$ cat config.mk
export PLATFORM = sky130hd
export DESIGN_NAME = oflow_tracker
export DESIGN_NICKNAME = d
export VERILOG_FILES = /design/src/source/oflow_pkg.sv /design/src/source/oflow_hist_if.sv /design/src/source/oflow_frame_ingest.sv /design/src/source/oflow_history_buffer.sv /design/src/source/oflow_match_engine.sv /design/src/source/oflow_tracker.sv
export SDC_FILE = /design/constraint.sdc
export NUM_CORES = 2
export LEC_CHECK = 0
export BUFFER_PORTS_ARGS = -buffer_cell sky130_fd_sc_hd__buf_2
export CORE_MARGIN = 5
export CORE_UTILIZATION = 60
export DETAILED_ROUTE_END_ITERATION = 10
export PLACE_DENSITY = 0.77
export SLEW_MARGIN = 20
export SYNTH_ARGS = -nofsm -noshare
export SYNTH_HDL_FRONTEND = slang
export SYNTH_SLANG_ARGS = --single-unit
$ cat constraint.sdc
create_clock -name clk -period 9.5 [get_ports clk]
set_clock_uncertainty 0.15 [all_clocks]
set_input_delay 0.475 -clock clk [delete_from_list [all_inputs] [get_ports clk]]
set_output_delay 0.475 -clock clk [all_outputs]
set_load 0.005 [all_outputs]
$ cat src/source/oflow_pkg.sv
// tracker shared definitions
// widths, box type and FSM states

package oflow_pkg;

	// ------------------------------
	// field widths
	// ------------------------------
	localparam int COORD_W  = 8;    // x, y, w, h and color
	localparam int WEIGHT_W = 4;
	localparam int SCORE_W  = 16;   // worst case near 19k
	localparam int ID_W     = 8;

	// boxes per frame, top level default
	localparam int MAX_BBOXES_DEF = 16;

	// ------------------------------
	// box record
	// ------------------------------
	typedef struct packed {
		logic [COORD_W-1:0] x;      // center
		logic [COORD_W-1:0] y;
		logic [COORD_W-1:0] w;      // size
		logic [COORD_W-1:0] h;
		logic [COORD_W-1:0] color;  // single color feature
	} bbox_t;

	// ------------------------------
	// FSM states
	// ------------------------------
	typedef enum logic {
		I_COLLECT,  // taking boxes
		I_WAIT      // frame closed, match running
	} ingest_state_e;

	typedef enum logic [2:0] {
		M_IDLE,     // wait for match_start
		M_SCAN,     // stream previous frame
		M_DRAIN,    // let the reads land
		M_EMIT,     // pick ID for one box
		M_DONE      // swap banks
	} match_state_e;

endpackage

$ cat src/source/oflow_hist_if.sv
// history buffer paths
`timescale 1ns/1ps

// ingest to buffer
interface hist_wr_if #(
	parameter int MAX_BBOXES = oflow_pkg::MAX_BBOXES_DEF
);
	import oflow_pkg::*;

	localparam int IDX_W = $clog2(MAX_BBOXES);
	localparam int CNT_W = $clog2(MAX_BBOXES + 1);

	logic             wr_en;        // one slot per cycle
	logic [IDX_W-1:0] wr_index;
	bbox_t            wr_bbox;
	logic             frame_close;  // single pulse
	logic [CNT_W-1:0] close_count;  // boxes in the closed frame
	logic             busy;         // level, frame under match

	modport ingest (output wr_en, wr_index, wr_bbox, frame_close, close_count, input busy);
	modport buffer (input wr_en, wr_index, wr_bbox, frame_close, close_count, output busy);
endinterface

// match engine to buffer
interface hist_rd_if #(
	parameter int MAX_BBOXES = oflow_pkg::MAX_BBOXES_DEF
);
	import oflow_pkg::*;

	localparam int IDX_W = $clog2(MAX_BBOXES);
	localparam int CNT_W = $clog2(MAX_BBOXES + 1);

	logic             match_start;  // pulse
	logic [CNT_W-1:0] cur_count;
	logic [CNT_W-1:0] prev_count;
	bbox_t            prev_bbox;    // one cycle after prev_index
	logic [ID_W-1:0]  prev_id;
	bbox_t            cur_bbox;     // one cycle after cur_index
	logic [IDX_W-1:0] prev_index;
	logic [IDX_W-1:0] cur_index;
	logic             id_we;        // ID write into current bank
	logic [ID_W-1:0]  id_data;
	logic             swap;         // pulse, end of frame

	modport match (
		input  match_start, cur_count, prev_count, prev_bbox, prev_id, cur_bbox,
		output prev_index, cur_index, id_we, id_data, swap
	);
	modport buffer (
		output match_start, cur_count, prev_count, prev_bbox, prev_id, cur_bbox,
		input  prev_index, cur_index, id_we, id_data, swap
	);
endinterface

$ cat src/source/oflow_frame_ingest.sv
// frame intake
`timescale 1ns/1ps

module oflow_frame_ingest #(
	parameter int MAX_BBOXES = oflow_pkg::MAX_BBOXES_DEF
) (
	input  logic             clk,
	input  logic             reset_N,
	input  logic             bbox_valid_i,
	input  oflow_pkg::bbox_t bbox_i,
	input  logic             frame_end_i,
	output logic             ready_new_frame_o,
	hist_wr_if.ingest        wr
);
	import oflow_pkg::*;

	localparam int IDX_W = $clog2(MAX_BBOXES);
	localparam int CNT_W = $clog2(MAX_BBOXES + 1);

	ingest_state_e    state;
	logic [CNT_W-1:0] count;      // boxes taken this frame
	logic             busy_seen;  // buffer picked up the close
	logic             wait_over;
	logic             accept;
	logic             close_now;

	// ------------------------------
	// handshake with the buffer
	// ------------------------------
	// ready comes back the cycle busy falls, not a cycle later
	assign wait_over = (state == I_WAIT) && busy_seen && !wr.busy;
	assign ready_new_frame_o = (state == I_COLLECT) || wait_over;

	assign accept    = bbox_valid_i && ready_new_frame_o && (count < CNT_W'(MAX_BBOXES)); // extra strobes dropped
	assign close_now = frame_end_i && ready_new_frame_o;

	always_ff @(posedge clk or negedge reset_N) begin
		if (!reset_N) begin
			state          <= I_COLLECT;
			count          <= '0;
			busy_seen      <= 1'b0;
			wr.wr_en       <= 1'b0;
			wr.frame_close <= 1'b0;
		end else begin
			wr.wr_en       <= accept;     // slot written next cycle
			wr.frame_close <= close_now;
			if (close_now) begin
				state     <= I_WAIT;
				count     <= '0;          // next frame starts at slot 0
				busy_seen <= 1'b0;
			end else begin
				if (accept)
					count <= count + 1'b1;
				if (wait_over) begin
					state     <= I_COLLECT;
					busy_seen <= 1'b0;
				end else if ((state == I_WAIT) && wr.busy) begin
					busy_seen <= 1'b1;
				end
			end
		end
	end

	// ------------------------------
	// write data and close count
	// ------------------------------
	always_ff @(posedge clk) begin
		if (accept) begin
			wr.wr_index <= count[IDX_W-1:0];
			wr.wr_bbox  <= bbox_i;
		end
		if (close_now)
			wr.close_count <= count + CNT_W'(accept); // box on the closing cycle counts
	end

	// source must stop at capacity
	a_no_overrun: assert property (@(posedge clk) disable iff (!reset_N)
		(bbox_valid_i && ready_new_frame_o) |-> (count < CNT_W'(MAX_BBOXES)))
		else $error("box strobe with all %0d slots taken", MAX_BBOXES);

endmodule

$ cat src/source/oflow_history_buffer.sv
// two bank box history
`timescale 1ns/1ps

module oflow_history_buffer #(
	parameter int MAX_BBOXES = oflow_pkg::MAX_BBOXES_DEF
) (
	input  logic      clk,
	input  logic      reset_N,
	hist_wr_if.buffer wr,
	hist_rd_if.buffer rd
);
	import oflow_pkg::*;

	// ------------------------------
	// storage
	// ------------------------------
	bbox_t           bbox_mem [2][MAX_BBOXES];  // boxes per bank
	logic [ID_W-1:0] id_mem   [2][MAX_BBOXES];  // assigned IDs per bank

	logic bank_sel;   // bank of the frame being built
	logic prev_bank;

	assign prev_bank = ~bank_sel;

	// writes go to the current bank only
	always_ff @(posedge clk) begin
		if (wr.wr_en)
			bbox_mem[bank_sel][wr.wr_index] <= wr.wr_bbox;
		if (rd.id_we)
			id_mem[bank_sel][rd.cur_index] <= rd.id_data;   // match result
	end

	// registered reads, one cycle latency
	always_ff @(posedge clk) begin
		rd.prev_bbox <= bbox_mem[prev_bank][rd.prev_index];
		rd.prev_id   <= id_mem[prev_bank][rd.prev_index];
		rd.cur_bbox  <= bbox_mem[bank_sel][rd.cur_index];
	end

	// ------------------------------
	// frame control
	// ------------------------------
	always_ff @(posedge clk or negedge reset_N) begin
		if (!reset_N) begin
			bank_sel       <= 1'b0;
			wr.busy        <= 1'b0;
			rd.match_start <= 1'b0;
			rd.cur_count   <= '0;
			rd.prev_count  <= '0;     // nothing to match the first frame against
		end else begin
			rd.match_start <= wr.frame_close;
			if (wr.frame_close) begin
				rd.cur_count <= wr.close_count;
				wr.busy      <= 1'b1;   // held until swap
			end else if (rd.swap) begin
				bank_sel      <= ~bank_sel;          // current becomes previous
				rd.prev_count <= rd.cur_count;
				wr.busy       <= 1'b0;
			end
		end
	end

	// ingest must hold off while a frame is being matched
	a_no_write_busy: assert property (@(posedge clk) disable iff (!reset_N)
		wr.busy |-> !wr.wr_en)
		else $error("box write into history while match is running");

	// a new close may not arrive before the swap
	a_close_idle: assert property (@(posedge clk) disable iff (!reset_N)
		wr.frame_close |-> !wr.busy)
		else $error("frame close while previous frame still busy");

endmodule

$ cat src/source/oflow_match_engine.sv
// box matcher and ID assignment
`timescale 1ns/1ps

module oflow_match_engine #(
	parameter int MAX_BBOXES = oflow_pkg::MAX_BBOXES_DEF
) (
	input  logic                            clk,
	input  logic                            reset_N,
	input  logic [oflow_pkg::WEIGHT_W-1:0]  pos_weight_i,
	input  logic [oflow_pkg::WEIGHT_W-1:0]  size_weight_i,
	input  logic [oflow_pkg::WEIGHT_W-1:0]  color_weight_i,
	input  logic [oflow_pkg::SCORE_W-1:0]   score_th_i,
	hist_rd_if.match                        rd,
	output logic                            valid_id_o,
	output logic [oflow_pkg::ID_W-1:0]      id_o,
	output logic [$clog2(MAX_BBOXES)-1:0]   id_index_o,
	output logic                            frame_done_o
);
	import oflow_pkg::*;

	localparam int IDX_W = $clog2(MAX_BBOXES);
	localparam int CNT_W = $clog2(MAX_BBOXES + 1);

	match_state_e     state;
	logic [IDX_W-1:0] scan_idx;     // previous box being read
	logic [IDX_W-1:0] cur_idx;      // new box being matched
	logic             rd_v1;        // read in flight, data next cycle
	logic             score_v;      // score_q holds a result
	logic [SCORE_W-1:0] score_q;
	logic [ID_W-1:0]    score_id_q;
	logic               best_v;
	logic [SCORE_W-1:0] best_score;
	logic [ID_W-1:0]    best_id;
	logic [ID_W-1:0]    fresh_id;   // wraps
	logic [COORD_W:0]   pos_sum;
	logic [COORD_W:0]   size_sum;
	logic [COORD_W-1:0] color_d;
	logic [SCORE_W-1:0] score_c;
	logic               take_best;
	logic               last_scan;
	logic               last_box;
	logic               matched;
	logic [ID_W-1:0]    emit_id;

	function automatic logic [COORD_W-1:0] absdiff(
		input logic [COORD_W-1:0] a,
		input logic [COORD_W-1:0] b
	);
		return (a > b) ? (a - b) : (b - a);
	endfunction

	// ------------------------------
	// weighted score
	// ------------------------------
	assign pos_sum  = absdiff(rd.prev_bbox.x, rd.cur_bbox.x) + absdiff(rd.prev_bbox.y, rd.cur_bbox.y);
	assign size_sum = absdiff(rd.prev_bbox.w, rd.cur_bbox.w) + absdiff(rd.prev_bbox.h, rd.cur_bbox.h);
	assign color_d  = absdiff(rd.prev_bbox.color, rd.cur_bbox.color);
	assign score_c  = pos_weight_i * pos_sum + size_weight_i * size_sum
		+ color_weight_i * color_d;     // no overflow in 16 bits

	// strict less keeps the lowest index on ties
	assign take_best = score_v && (!best_v || (score_q < best_score));

	assign last_scan = (CNT_W'(scan_idx) + CNT_W'(1)) == rd.prev_count;
	assign last_box  = (CNT_W'(cur_idx) + CNT_W'(1)) == rd.cur_count;

	assign matched = best_v && (best_score <= score_th_i);
	assign emit_id = matched ? best_id : fresh_id;

	// buffer side
	assign rd.prev_index = scan_idx;
	assign rd.cur_index  = cur_idx;
	assign rd.id_we      = (state == M_EMIT);   // ID kept for the next frame
	assign rd.id_data    = emit_id;

	// ------------------------------
	// control FSM
	// ------------------------------
	always_ff @(posedge clk or negedge reset_N) begin
		if (!reset_N) begin
			state        <= M_IDLE;
			scan_idx     <= '0;
			cur_idx      <= '0;
			rd_v1        <= 1'b0;
			score_v      <= 1'b0;
			best_v       <= 1'b0;
			fresh_id     <= '0;
			valid_id_o   <= 1'b0;
			frame_done_o <= 1'b0;
			rd.swap      <= 1'b0;
		end else begin
			rd_v1        <= 1'b0;
			score_v      <= rd_v1;
			valid_id_o   <= (state == M_EMIT);
			frame_done_o <= (state == M_DONE);
			rd.swap      <= (state == M_DONE);  // with frame_done_o
			if (take_best)
				best_v <= 1'b1;
			case (state)
				M_IDLE: begin
					if (rd.match_start) begin
						cur_idx  <= '0;
						scan_idx <= '0;
						state    <= (rd.cur_count == '0) ? M_DONE : M_SCAN; // empty frame
					end
				end
				M_SCAN: begin
					if (rd.prev_count == '0) begin
						state <= M_DRAIN;   // nothing to compare, fresh ID
					end else begin
						rd_v1    <= 1'b1;
						scan_idx <= scan_idx + 1'b1;
						if (last_scan)
							state <= M_DRAIN;
					end
				end
				M_DRAIN: begin
					// last score lands in best on the way out
					if (!rd_v1)
						state <= M_EMIT;
				end
				M_EMIT: begin
					best_v   <= 1'b0;
					scan_idx <= '0;
					if (!matched)
						fresh_id <= fresh_id + 1'b1;
					if (last_box) begin
						state <= M_DONE;
					end else begin
						cur_idx <= cur_idx + 1'b1;
						state   <= M_SCAN;
					end
				end
				M_DONE:  state <= M_IDLE;
				default: state <= M_IDLE;
			endcase
		end
	end

	// ------------------------------
	// score and result registers
	// ------------------------------
	always_ff @(posedge clk) begin
		if (rd_v1) begin
			score_q    <= score_c;
			score_id_q <= rd.prev_id;
		end
		if (take_best) begin
			best_score <= score_q;
			best_id    <= score_id_q;
		end
		if (state == M_EMIT) begin
			id_o       <= emit_id;
			id_index_o <= cur_idx;
		end
	end

	// IDs only go to slots the buffer holds for this frame
	a_id_in_frame: assert property (@(posedge clk) disable iff (!reset_N)
		rd.id_we |-> (CNT_W'(rd.cur_index) < rd.cur_count))
		else $error("ID write to slot %0d beyond frame count", rd.cur_index);

endmodule

$ cat src/source/oflow_tracker.sv
// multi-object tracker top
`timescale 1ns/1ps

module oflow_tracker #(
	parameter int MAX_BBOXES = oflow_pkg::MAX_BBOXES_DEF
) (
	input  logic                           clk,
	input  logic                           reset_N,
	// box stream
	input  logic                           bbox_valid_i,
	input  logic [oflow_pkg::COORD_W-1:0]  bbox_x_i,
	input  logic [oflow_pkg::COORD_W-1:0]  bbox_y_i,
	input  logic [oflow_pkg::COORD_W-1:0]  bbox_w_i,
	input  logic [oflow_pkg::COORD_W-1:0]  bbox_h_i,
	input  logic [oflow_pkg::COORD_W-1:0]  bbox_color_i,
	input  logic                           frame_end_i,
	// score setup
	input  logic [oflow_pkg::WEIGHT_W-1:0] pos_weight_i,
	input  logic [oflow_pkg::WEIGHT_W-1:0] size_weight_i,
	input  logic [oflow_pkg::WEIGHT_W-1:0] color_weight_i,
	input  logic [oflow_pkg::SCORE_W-1:0]  score_th_i,
	// results
	output logic                           ready_new_frame_o,
	output logic                           valid_id_o,
	output logic [oflow_pkg::ID_W-1:0]     id_o,
	output logic [$clog2(MAX_BBOXES)-1:0]  id_index_o,
	output logic                           frame_done_o
);
	import oflow_pkg::*;

	bbox_t in_bbox;   // packed input box

	assign in_bbox = '{
		x:     bbox_x_i,
		y:     bbox_y_i,
		w:     bbox_w_i,
		h:     bbox_h_i,
		color: bbox_color_i
	};

	// ------------------------------
	// internal paths
	// ------------------------------
	hist_wr_if #(.MAX_BBOXES(MAX_BBOXES)) wr_if ();
	hist_rd_if #(.MAX_BBOXES(MAX_BBOXES)) rd_if ();

	oflow_frame_ingest #(.MAX_BBOXES(MAX_BBOXES)) ingest0 (
		.clk               (clk),
		.reset_N           (reset_N),
		.bbox_valid_i      (bbox_valid_i),
		.bbox_i            (in_bbox),
		.frame_end_i       (frame_end_i),
		.ready_new_frame_o (ready_new_frame_o),
		.wr                (wr_if.ingest)
	);

	oflow_history_buffer #(.MAX_BBOXES(MAX_BBOXES)) buffer0 (
		.clk     (clk),
		.reset_N (reset_N),
		.wr      (wr_if.buffer),
		.rd      (rd_if.buffer)
	);

	oflow_match_engine #(.MAX_BBOXES(MAX_BBOXES)) match0 (
		.clk            (clk),
		.reset_N        (reset_N),
		.pos_weight_i   (pos_weight_i),
		.size_weight_i  (size_weight_i),
		.color_weight_i (color_weight_i),
		.score_th_i     (score_th_i),
		.rd             (rd_if.match),
		.valid_id_o     (valid_id_o),
		.id_o           (id_o),
		.id_index_o     (id_index_o),
		.frame_done_o   (frame_done_o)
	);

endmodule

=== Word level (Yosys, flattened, before mapping) ===
Memories as Yosys holds them, arrays and structs flattened.
Cells that the tools add are included.

* $add $sub $neg: 21
* Multipliers: 3
* $lt $le $gt $ge: 13
* Eq/ne operators: 11
* Muxes and demuxes: 48
* Bitwise gates (word level): 7
* Reduce and logical (&&, ||, !) cells: 29

{| class="wikitable"
|+ Operators by type and width
! kind !! count
|-
| 640-bit two-way mux || 1
|-
| 40-bit binary-select mux with 4-bit select || 2
|-
| 40-bit two-way mux || 5
|-
| 40-bit demux with 4-bit select || 1
|-
| 128-bit two-way mux || 1
|-
| 8-bit subtractor || 10
|-
| 8-bit two-way mux || 9
|-
| 8-bit > comparator || 5
|-
| 8-bit binary-select mux with 4-bit select || 1
|-
| 8-bit demux with 4-bit select || 1
|-
| 4-bit by 9-bit multiplier with 13-bit output || 2
|-
| 8-bit by 8-bit adder with 9-bit output || 2
|-
| 3-bit two-way mux || 6
|-
| 16-bit by 12-bit adder with 16-bit output || 1
|-
| 16-bit less-or-equal comparator || 1
|-
| 16-bit less-than comparator || 1
|-
| 5-bit greater-or-equal comparator (second input constant) || 3
|-
| 4-bit NOT with 5-bit output || 3
|-
| 13-bit by 13-bit adder with 14-bit output || 1
|-
| 1-bit two-way mux || 13
|-
| 4-bit by 8-bit multiplier with 12-bit output || 1
|-
| 4-bit two-way mux || 3
|-
| 3-bit case mux with 4 select lines || 1
|-
| 4-bit case mux with 3 select lines || 1
|-
| other kinds (25) || 57
|}

* Register bits after elaboration: 243
* Memory bits (writable): 1536
* Output and inout port bits: 15
* Memories: 2

{| class="wikitable"
|+ Memory list
! memory !! words !! width !! rd ports !! clocked after memory_dff !! write ports !! line !! text
|-
| buffer0.bbox_mem || 2 || 640 || 2 || 0 || 1 || oflow_history_buffer.sv:17 || <nowiki>bbox_t bbox_mem [2][MAX_BBOXES];</nowiki>
|-
| buffer0.id_mem || 2 || 128 || 1 || 0 || 1 || oflow_history_buffer.sv:18 || <nowiki>logic [ID_W-1:0] id_mem [2][MAX_BBOXES];</nowiki>
|}

=== Longest topological paths before layout ===
* Word-level depth: 7
* Gate-level depth with buffers: 38
* Mapped depth without buffers: 38

=== Cells and area by module ===
Synthesis repeated with hierarchy kept, for this count alone.

* Cells, all modules: 6064
* Area, all modules: 85916.2 um^2

{| class="wikitable"
|+ Modules (own cells, without submodules)
! module !! times used !! cells each !! area an instance (um^2)
|-
| oflow_history_buffer || 1 || 4853 || 73111.4
|-
| oflow_match_engine || 1 || 1115 || 10821.6
|-
| oflow_frame_ingest || 1 || 96 || 1983.2
|}

=== Worst setup path after synthesis ===
No wires, ideal clock.

* Path kind: flip-flop to flip-flop
* Start point: register buffer0.rd.prev_bbox[32] (netlist name)
* End point: register match0.score_q[13], data pin
* Arrival: 7.879 ns
* Data required time: 9.088 ns
* Path slack: 1.209 ns
* Cell stages (with the launch flop): 35
* Period minus slack after synthesis: 8.291 ns
* Cells stage by stage: dfxtp_1 > inv_1 > ha_1 > inv_1 > fa_1 > a21o_1 > a21oi_1 > o22ai_1 > o22ai_2 > mux2_2 > inv_1 > fa_1 > nand2b_1 > fa_1 > fa_1 > inv_1 > fa_1 > inv_1 > fa_1 > inv_1 > fa_1 > a21o_1 > a21oi_1 > nor2b_1 > o21a_1 > o41ai_2 > xor2_1 > fa_1 > inv_1 > ha_1 > a21o_1 > a21oi_1 > nor2_1 > a211oi_1 > xnor2_1

* Word-level cells in the longest chain between the ends: 6
* Elaborated cells between the ends (all ways): 8
* Classes of those cells: 5 x add/sub; 1 x mul; 1 x order compare; 1 x mux

{| class="wikitable"
|+ RTL lines
! element !! line !! text
|-
| 8-bit subtractor or 8-bit > comparator (tied branches) || oflow_match_engine.sv:49 || <nowiki>return (a > b) ? (a - b) : (b - a);</nowiki>
|-
| 8-bit two-way mux (*) || oflow_match_engine.sv:49 ||
|-
| 8-bit by 8-bit adder with 9-bit output (*) || oflow_match_engine.sv:55 || <nowiki>assign pos_sum = absdiff(rd.prev_bbox.x, rd.cur_bbox.x) + absdiff(rd.prev_bbox.y, rd.cur_bbox.y);</nowiki>
|-
| 4-bit by 9-bit multiplier with 13-bit output (*) || oflow_match_engine.sv:58 || <nowiki>assign score_c = pos_weight_i * pos_sum + size_weight_i * size_sum</nowiki>
|-
| 13-bit by 13-bit adder with 14-bit output (*) || oflow_match_engine.sv:58 ||
|-
| 16-bit by 12-bit adder with 16-bit output (*) || oflow_match_engine.sv:59 || <nowiki>+ color_weight_i * color_d;</nowiki>
|-
| via match0.score_c[13] || oflow_match_engine.sv:38 || <nowiki>logic [SCORE_W-1:0] score_c;</nowiki>
|-
| end signal, assigned || oflow_match_engine.sv:145 || <nowiki>score_q <= score_c;</nowiki>
|-
| end, declared || oflow_match_engine.sv:29 || <nowiki>logic [SCORE_W-1:0] score_q;</nowiki>
|}

Mark *: on every way through the listed nets, which the timed path passes. The rest lies on a longest branch.
A chain may end at the register's enable or synchronous reset.

=== Worst setup path after layout ===
* Start point: register buffer0.rd.cur_bbox[24] (netlist name)
* End point: register match0.score_q[13], data pin

* Word-level cells in the longest chain between the ends: 6
* Elaborated cells between the ends (all ways): 8
* Classes of those cells: 5 x add/sub; 1 x mul; 1 x order compare; 1 x mux

{| class="wikitable"
|+ RTL lines
! element !! line
|-
| 8-bit subtractor or 8-bit > comparator (tied branches) || oflow_match_engine.sv:49
|-
| 8-bit two-way mux (*) || oflow_match_engine.sv:49
|-
| 8-bit by 8-bit adder with 9-bit output (*) || oflow_match_engine.sv:55
|-
| 4-bit by 9-bit multiplier with 13-bit output (*) || oflow_match_engine.sv:58
|-
| 13-bit by 13-bit adder with 14-bit output (*) || oflow_match_engine.sv:58
|-
| 16-bit by 12-bit adder with 16-bit output (*) || oflow_match_engine.sv:59
|-
| via match0.score_c[13] || oflow_match_engine.sv:38
|}

Marks and branches as above.

==> run_results.csv <==
group,metric,value,unit
clock_tree,cts_buffers,179,
placement,dp_hpwl,115000,microns
routing,finalWirelength,210000,microns
yosys,ys_warn_count,0,
yosys,synth_seq_cells,1777,
sta,fin_crit,8.93,ns
global_route,track_usage,0.290,
sta,hold_viol_final,0,
global_route,overflow,0,
sta,worst_slew_pin_slew,1.19,ns
hold_path,holdCritPathClass,"in2reg",
finish,seq_area,0.0523,sq mm
clock_tree,insertion_delay,0.83,ns
placement,gp_congestion,0.864,
setup_path,max_stage_delay,0.56,ns
finish,area_growth_syn_to_layout,10.7,%
placement,dp_slack,0.562,ns
sta,setup_ws,0.573,ns
run,maxCapViolations,0,
clock_tree,cts_buffer_depth,3,
global_route,use_met2,0.474,
global_route,antenna_found_initial,12,
die,rows,137,
sta,relSlewSlack,0.207,
yosys,yosysSeqAreaShare,0.623,
setup_path,crit_path_top_delay_cell,"fa_1",
die,dieHeight,384,microns
finish,nNetsFinal,4849,
routing,drtAntennaViolNets,0,
setup_path,critPathMaxFanout,10,
routing,drt_iter0_markers,5631,
placement,io_buffers,86,
sta,rsz0062_at_grt,"false",
clock_tree,cts-root-buf,"clkbuf_16",
die,fp.dieW,384,microns
global_route,grt_start_max_net_pins,144,
clock_tree,clock_sinks,1777,
routing,drt_first_pass_iters,6,
finish,fillers,8892,
yosys,synth_edf_count,1643,
setup_path,cp.arrival,9.33,ns
sta,fin_setup_tns,0,ns
die,die_area,0.147,sq mm
setup_path,start_kind,"flop",
run_status,status,"finished, final reports clean",
yosys,avgSynthCellArea,19.1,sq um
yosys,synthFlopType,"edfxtp_1",
routing,drt-wirelength-per-cell,32.0,microns
sta,min_period_over_period,0.940,
clock_tree,clk_pin_slew,0.06,ns
die,boundaryPins,87,
yosys,ys_types,72,
yosys,netlist_area,0.0838,sq mm
global_route,top_usage_layer,"met2",
setup_path,crit_path_frequent_cell,"fa_1",
routing,drc,0,
finish,multi_input_area,0.0299,sq mm
finish,drive_above_1_share,0.303,
setup_path,end_kind,"flop",
clock_tree,htree_num_levels,4,
global_route,met3_usage,0.0548,
routing,avgViaCountPerCell,6.90,
setup_path,critPathRequiredTime,9.90,ns
setup_path,worstSetupPathType,"reg2reg",
global_route,gr-usage-met1,0.403,
yosys,netlist_instances,4377,
die,design.core.area,0.139,sq mm
global_route,grt_pass1_vias,45931,
die,start_util,0.602,
finish,final_core_util,0.667,
sta,setup_viol,0,
yosys,ys_async_sr_fraction,0.0259,
global_route,grt_pass1_wl,310000,microns
yosys,synth_fp_nets,4707,
routing,vias,45165,
sta,final_max_slew_viol_count,0,
sta,fmax,112,MHz
clock_tree,cts_tree,"built",
==> cell usage in the layout, fill, tap and decap left out, types with 37 or more instances in the layout <==
| master | count |
|---|---|
| xnor2_1 | 58 |
| clkbuf_1 | 40 |
| buf_2 | 86 |
| o21ai_0 | 37 |
| nand2_1 | 65 |
| inv_1 | 228 |
| o22ai_1 | 83 |
| fa_1 | 81 |
| mux2_2 | 82 |
| clkbuf_16 | 181 |
| dlygate4sd3_1 | 43 |
| edfxtp_1 | 1643 |
| dfxtp_1 | 88 |
| nor2_1 | 50 |
| buf_4 | 70 |
| or2_2 | 41 |
| ha_1 | 177 |
| and2_1 | 63 |
| mux4_2 | 800 |
| a21oi_1 | 59 |
| a21o_1 | 37 |
| dfrtp_1 | 40 |
| mux2i_1 | 181 |
==> cells by family (layout without fill, tap and decap cells) <==
kind of cell / count (synthesis) / count (layout) / share of synthesized area
compound gates: 317 / 317 / 0.0254
xor+xnor: 82 / 82 / 0.00857
fa+ha+maj: 259 / 259 / 0.0459
buf+inv: 477 / 769 / 0.0236
flops: 1777 / 1777 / 0.623
mux: 1065 / 1065 / 0.248
other cells: 0 / 5 / 0
simple gates: 400 / 400 / 0.0251
==> cells in the mapped netlist, types with 25 or more instances <==
library cell	count	area share
a21o_1	37	0.0033
a21oi_1	59	0.0035
and2_1	63	0.0047
buf_1	38	0.0017
buf_2	103	0.0062
clkbuf_1	95	0.0043
dfrtp_1	46	0.014
dfxtp_1	88	0.021
edfxtp_1	1643	0.59
fa_1	81	0.019
ha_1	177	0.026
inv_1	228	0.010
mux2_2	82	0.011
mux2i_1	181	0.022
mux4_2	800	0.21
nand2_1	66	0.0030
nand2b_1	25	0.0019
nand3_1	25	0.0015
nor2_1	83	0.0037
nor2b_1	26	0.0019
o21ai_0	37	0.0022
o22ai_1	83	0.0062
or2_2	42	0.0031
xnor2_1	59	0.0062
==> stage by stage <==
step | hold slack [ns] | std cells | cell area, sq um
after floorplan | 0.0294 | 4377 | 83800
after global placement | 0.240 | 6169 | 86500
after detailed placement | 0.246 | 6169 | 86500
after CTS | 0.0335 | 6543 | 92800
after global routing | 0.109 | 6545 | 92800
final | 0.0819 | 6550 | 92800
==> flip-flops by register name (all words and copies together), names as in the netlist, 3 cells and up <==
register and count:
buffer0.bbox_mem 1280, buffer0.id_mem 256, buffer0.rd.cur_bbox 40, buffer0.rd.prev_bbox 40, ingest0.wr.wr_bbox 40, match0.best_score 15
match0.score_q 15, buffer0.rd.prev_id 8, match0.best_id 8, match0.fresh_id 8, match0.id_o 8, match0.score_id_q 8
buffer0.rd.cur_count 5, buffer0.rd.prev_count 5, ingest0.count 5, ingest0.wr.close_count 5, ingest0.wr.wr_index 4, match0.id_index_o 4
match0.rd.cur_index 4, match0.rd.prev_index 4, match0.state 3
==> critical path, delay by kind of cell, from the launching register on <==
| kind | cells | cell delay (ns) |
|---|---|---|
| XOR/XNOR | 3 | 0.49 |
| adder cells (fa/ha/maj) | 10 | 4.00 |
| flip-flops | 1 | 0.35 |
| AO/OA/AOI/OAI | 11 | 2.33 |
| multiplexers | 1 | 0.27 |
| AND/OR/NAND/NOR | 5 | 0.86 |
| buffers and inverters | 4 | 0.19 |
==> layer usage <==
layer,wire length [microns],up-vias
li1,-,18285
met2,103000,2707
met4,8060,4
met3,22000,486
met1,76600,23683
met5,27,-
==> cell type report <==
type	count	area share
Timing Repair Buffer	209	0.0171
Inverter	229	0.00934
Sequential cell	1777	0.563
Clock inverter	97	0.0105
Antenna cell	5	0.000135
Multi-Input combinational cell	2123	0.322
Tap cell	1876	0.0253
Clock buffer	234	0.0524
==> worst paths after layout <==
path                                               from                      end  slack, ns  cells past startpoint
worst max-delay path            buffer0.rd.cur_bbox[24]       match0.score_q[13]       0.57                     34
worst min-delay path                  color_weight_i[0]        match0.score_q[0]       0.08                      3
worst max register to register  buffer0.rd.cur_bbox[24]       match0.score_q[13]       0.57                     34
worst min register to register    buffer0.rd.prev_id[4]     match0.score_id_q[4]       0.26                      0
max in group asynchronous                       reset_N  match0.rd.prev_index[2]       8.50                      3
min in group asynchronous                       reset_N         ingest0.count[2]       0.16                      3
==> timing repair <==
| item | in CTS | in global routing |
|---|---|---|
| endpoints found under the hold margin | 91 | 0 |
| gates resized for setup | 0 | 3 |
| hold buffers | 43 | 0 |
| setup buffers | 0 | 2 |
| setup endpoints to repair | 0 | 3 |
Power is left out: the tool's default activity adds up to more than one toggle a clock period on the data nets, which glitch-free logic cannot reach.
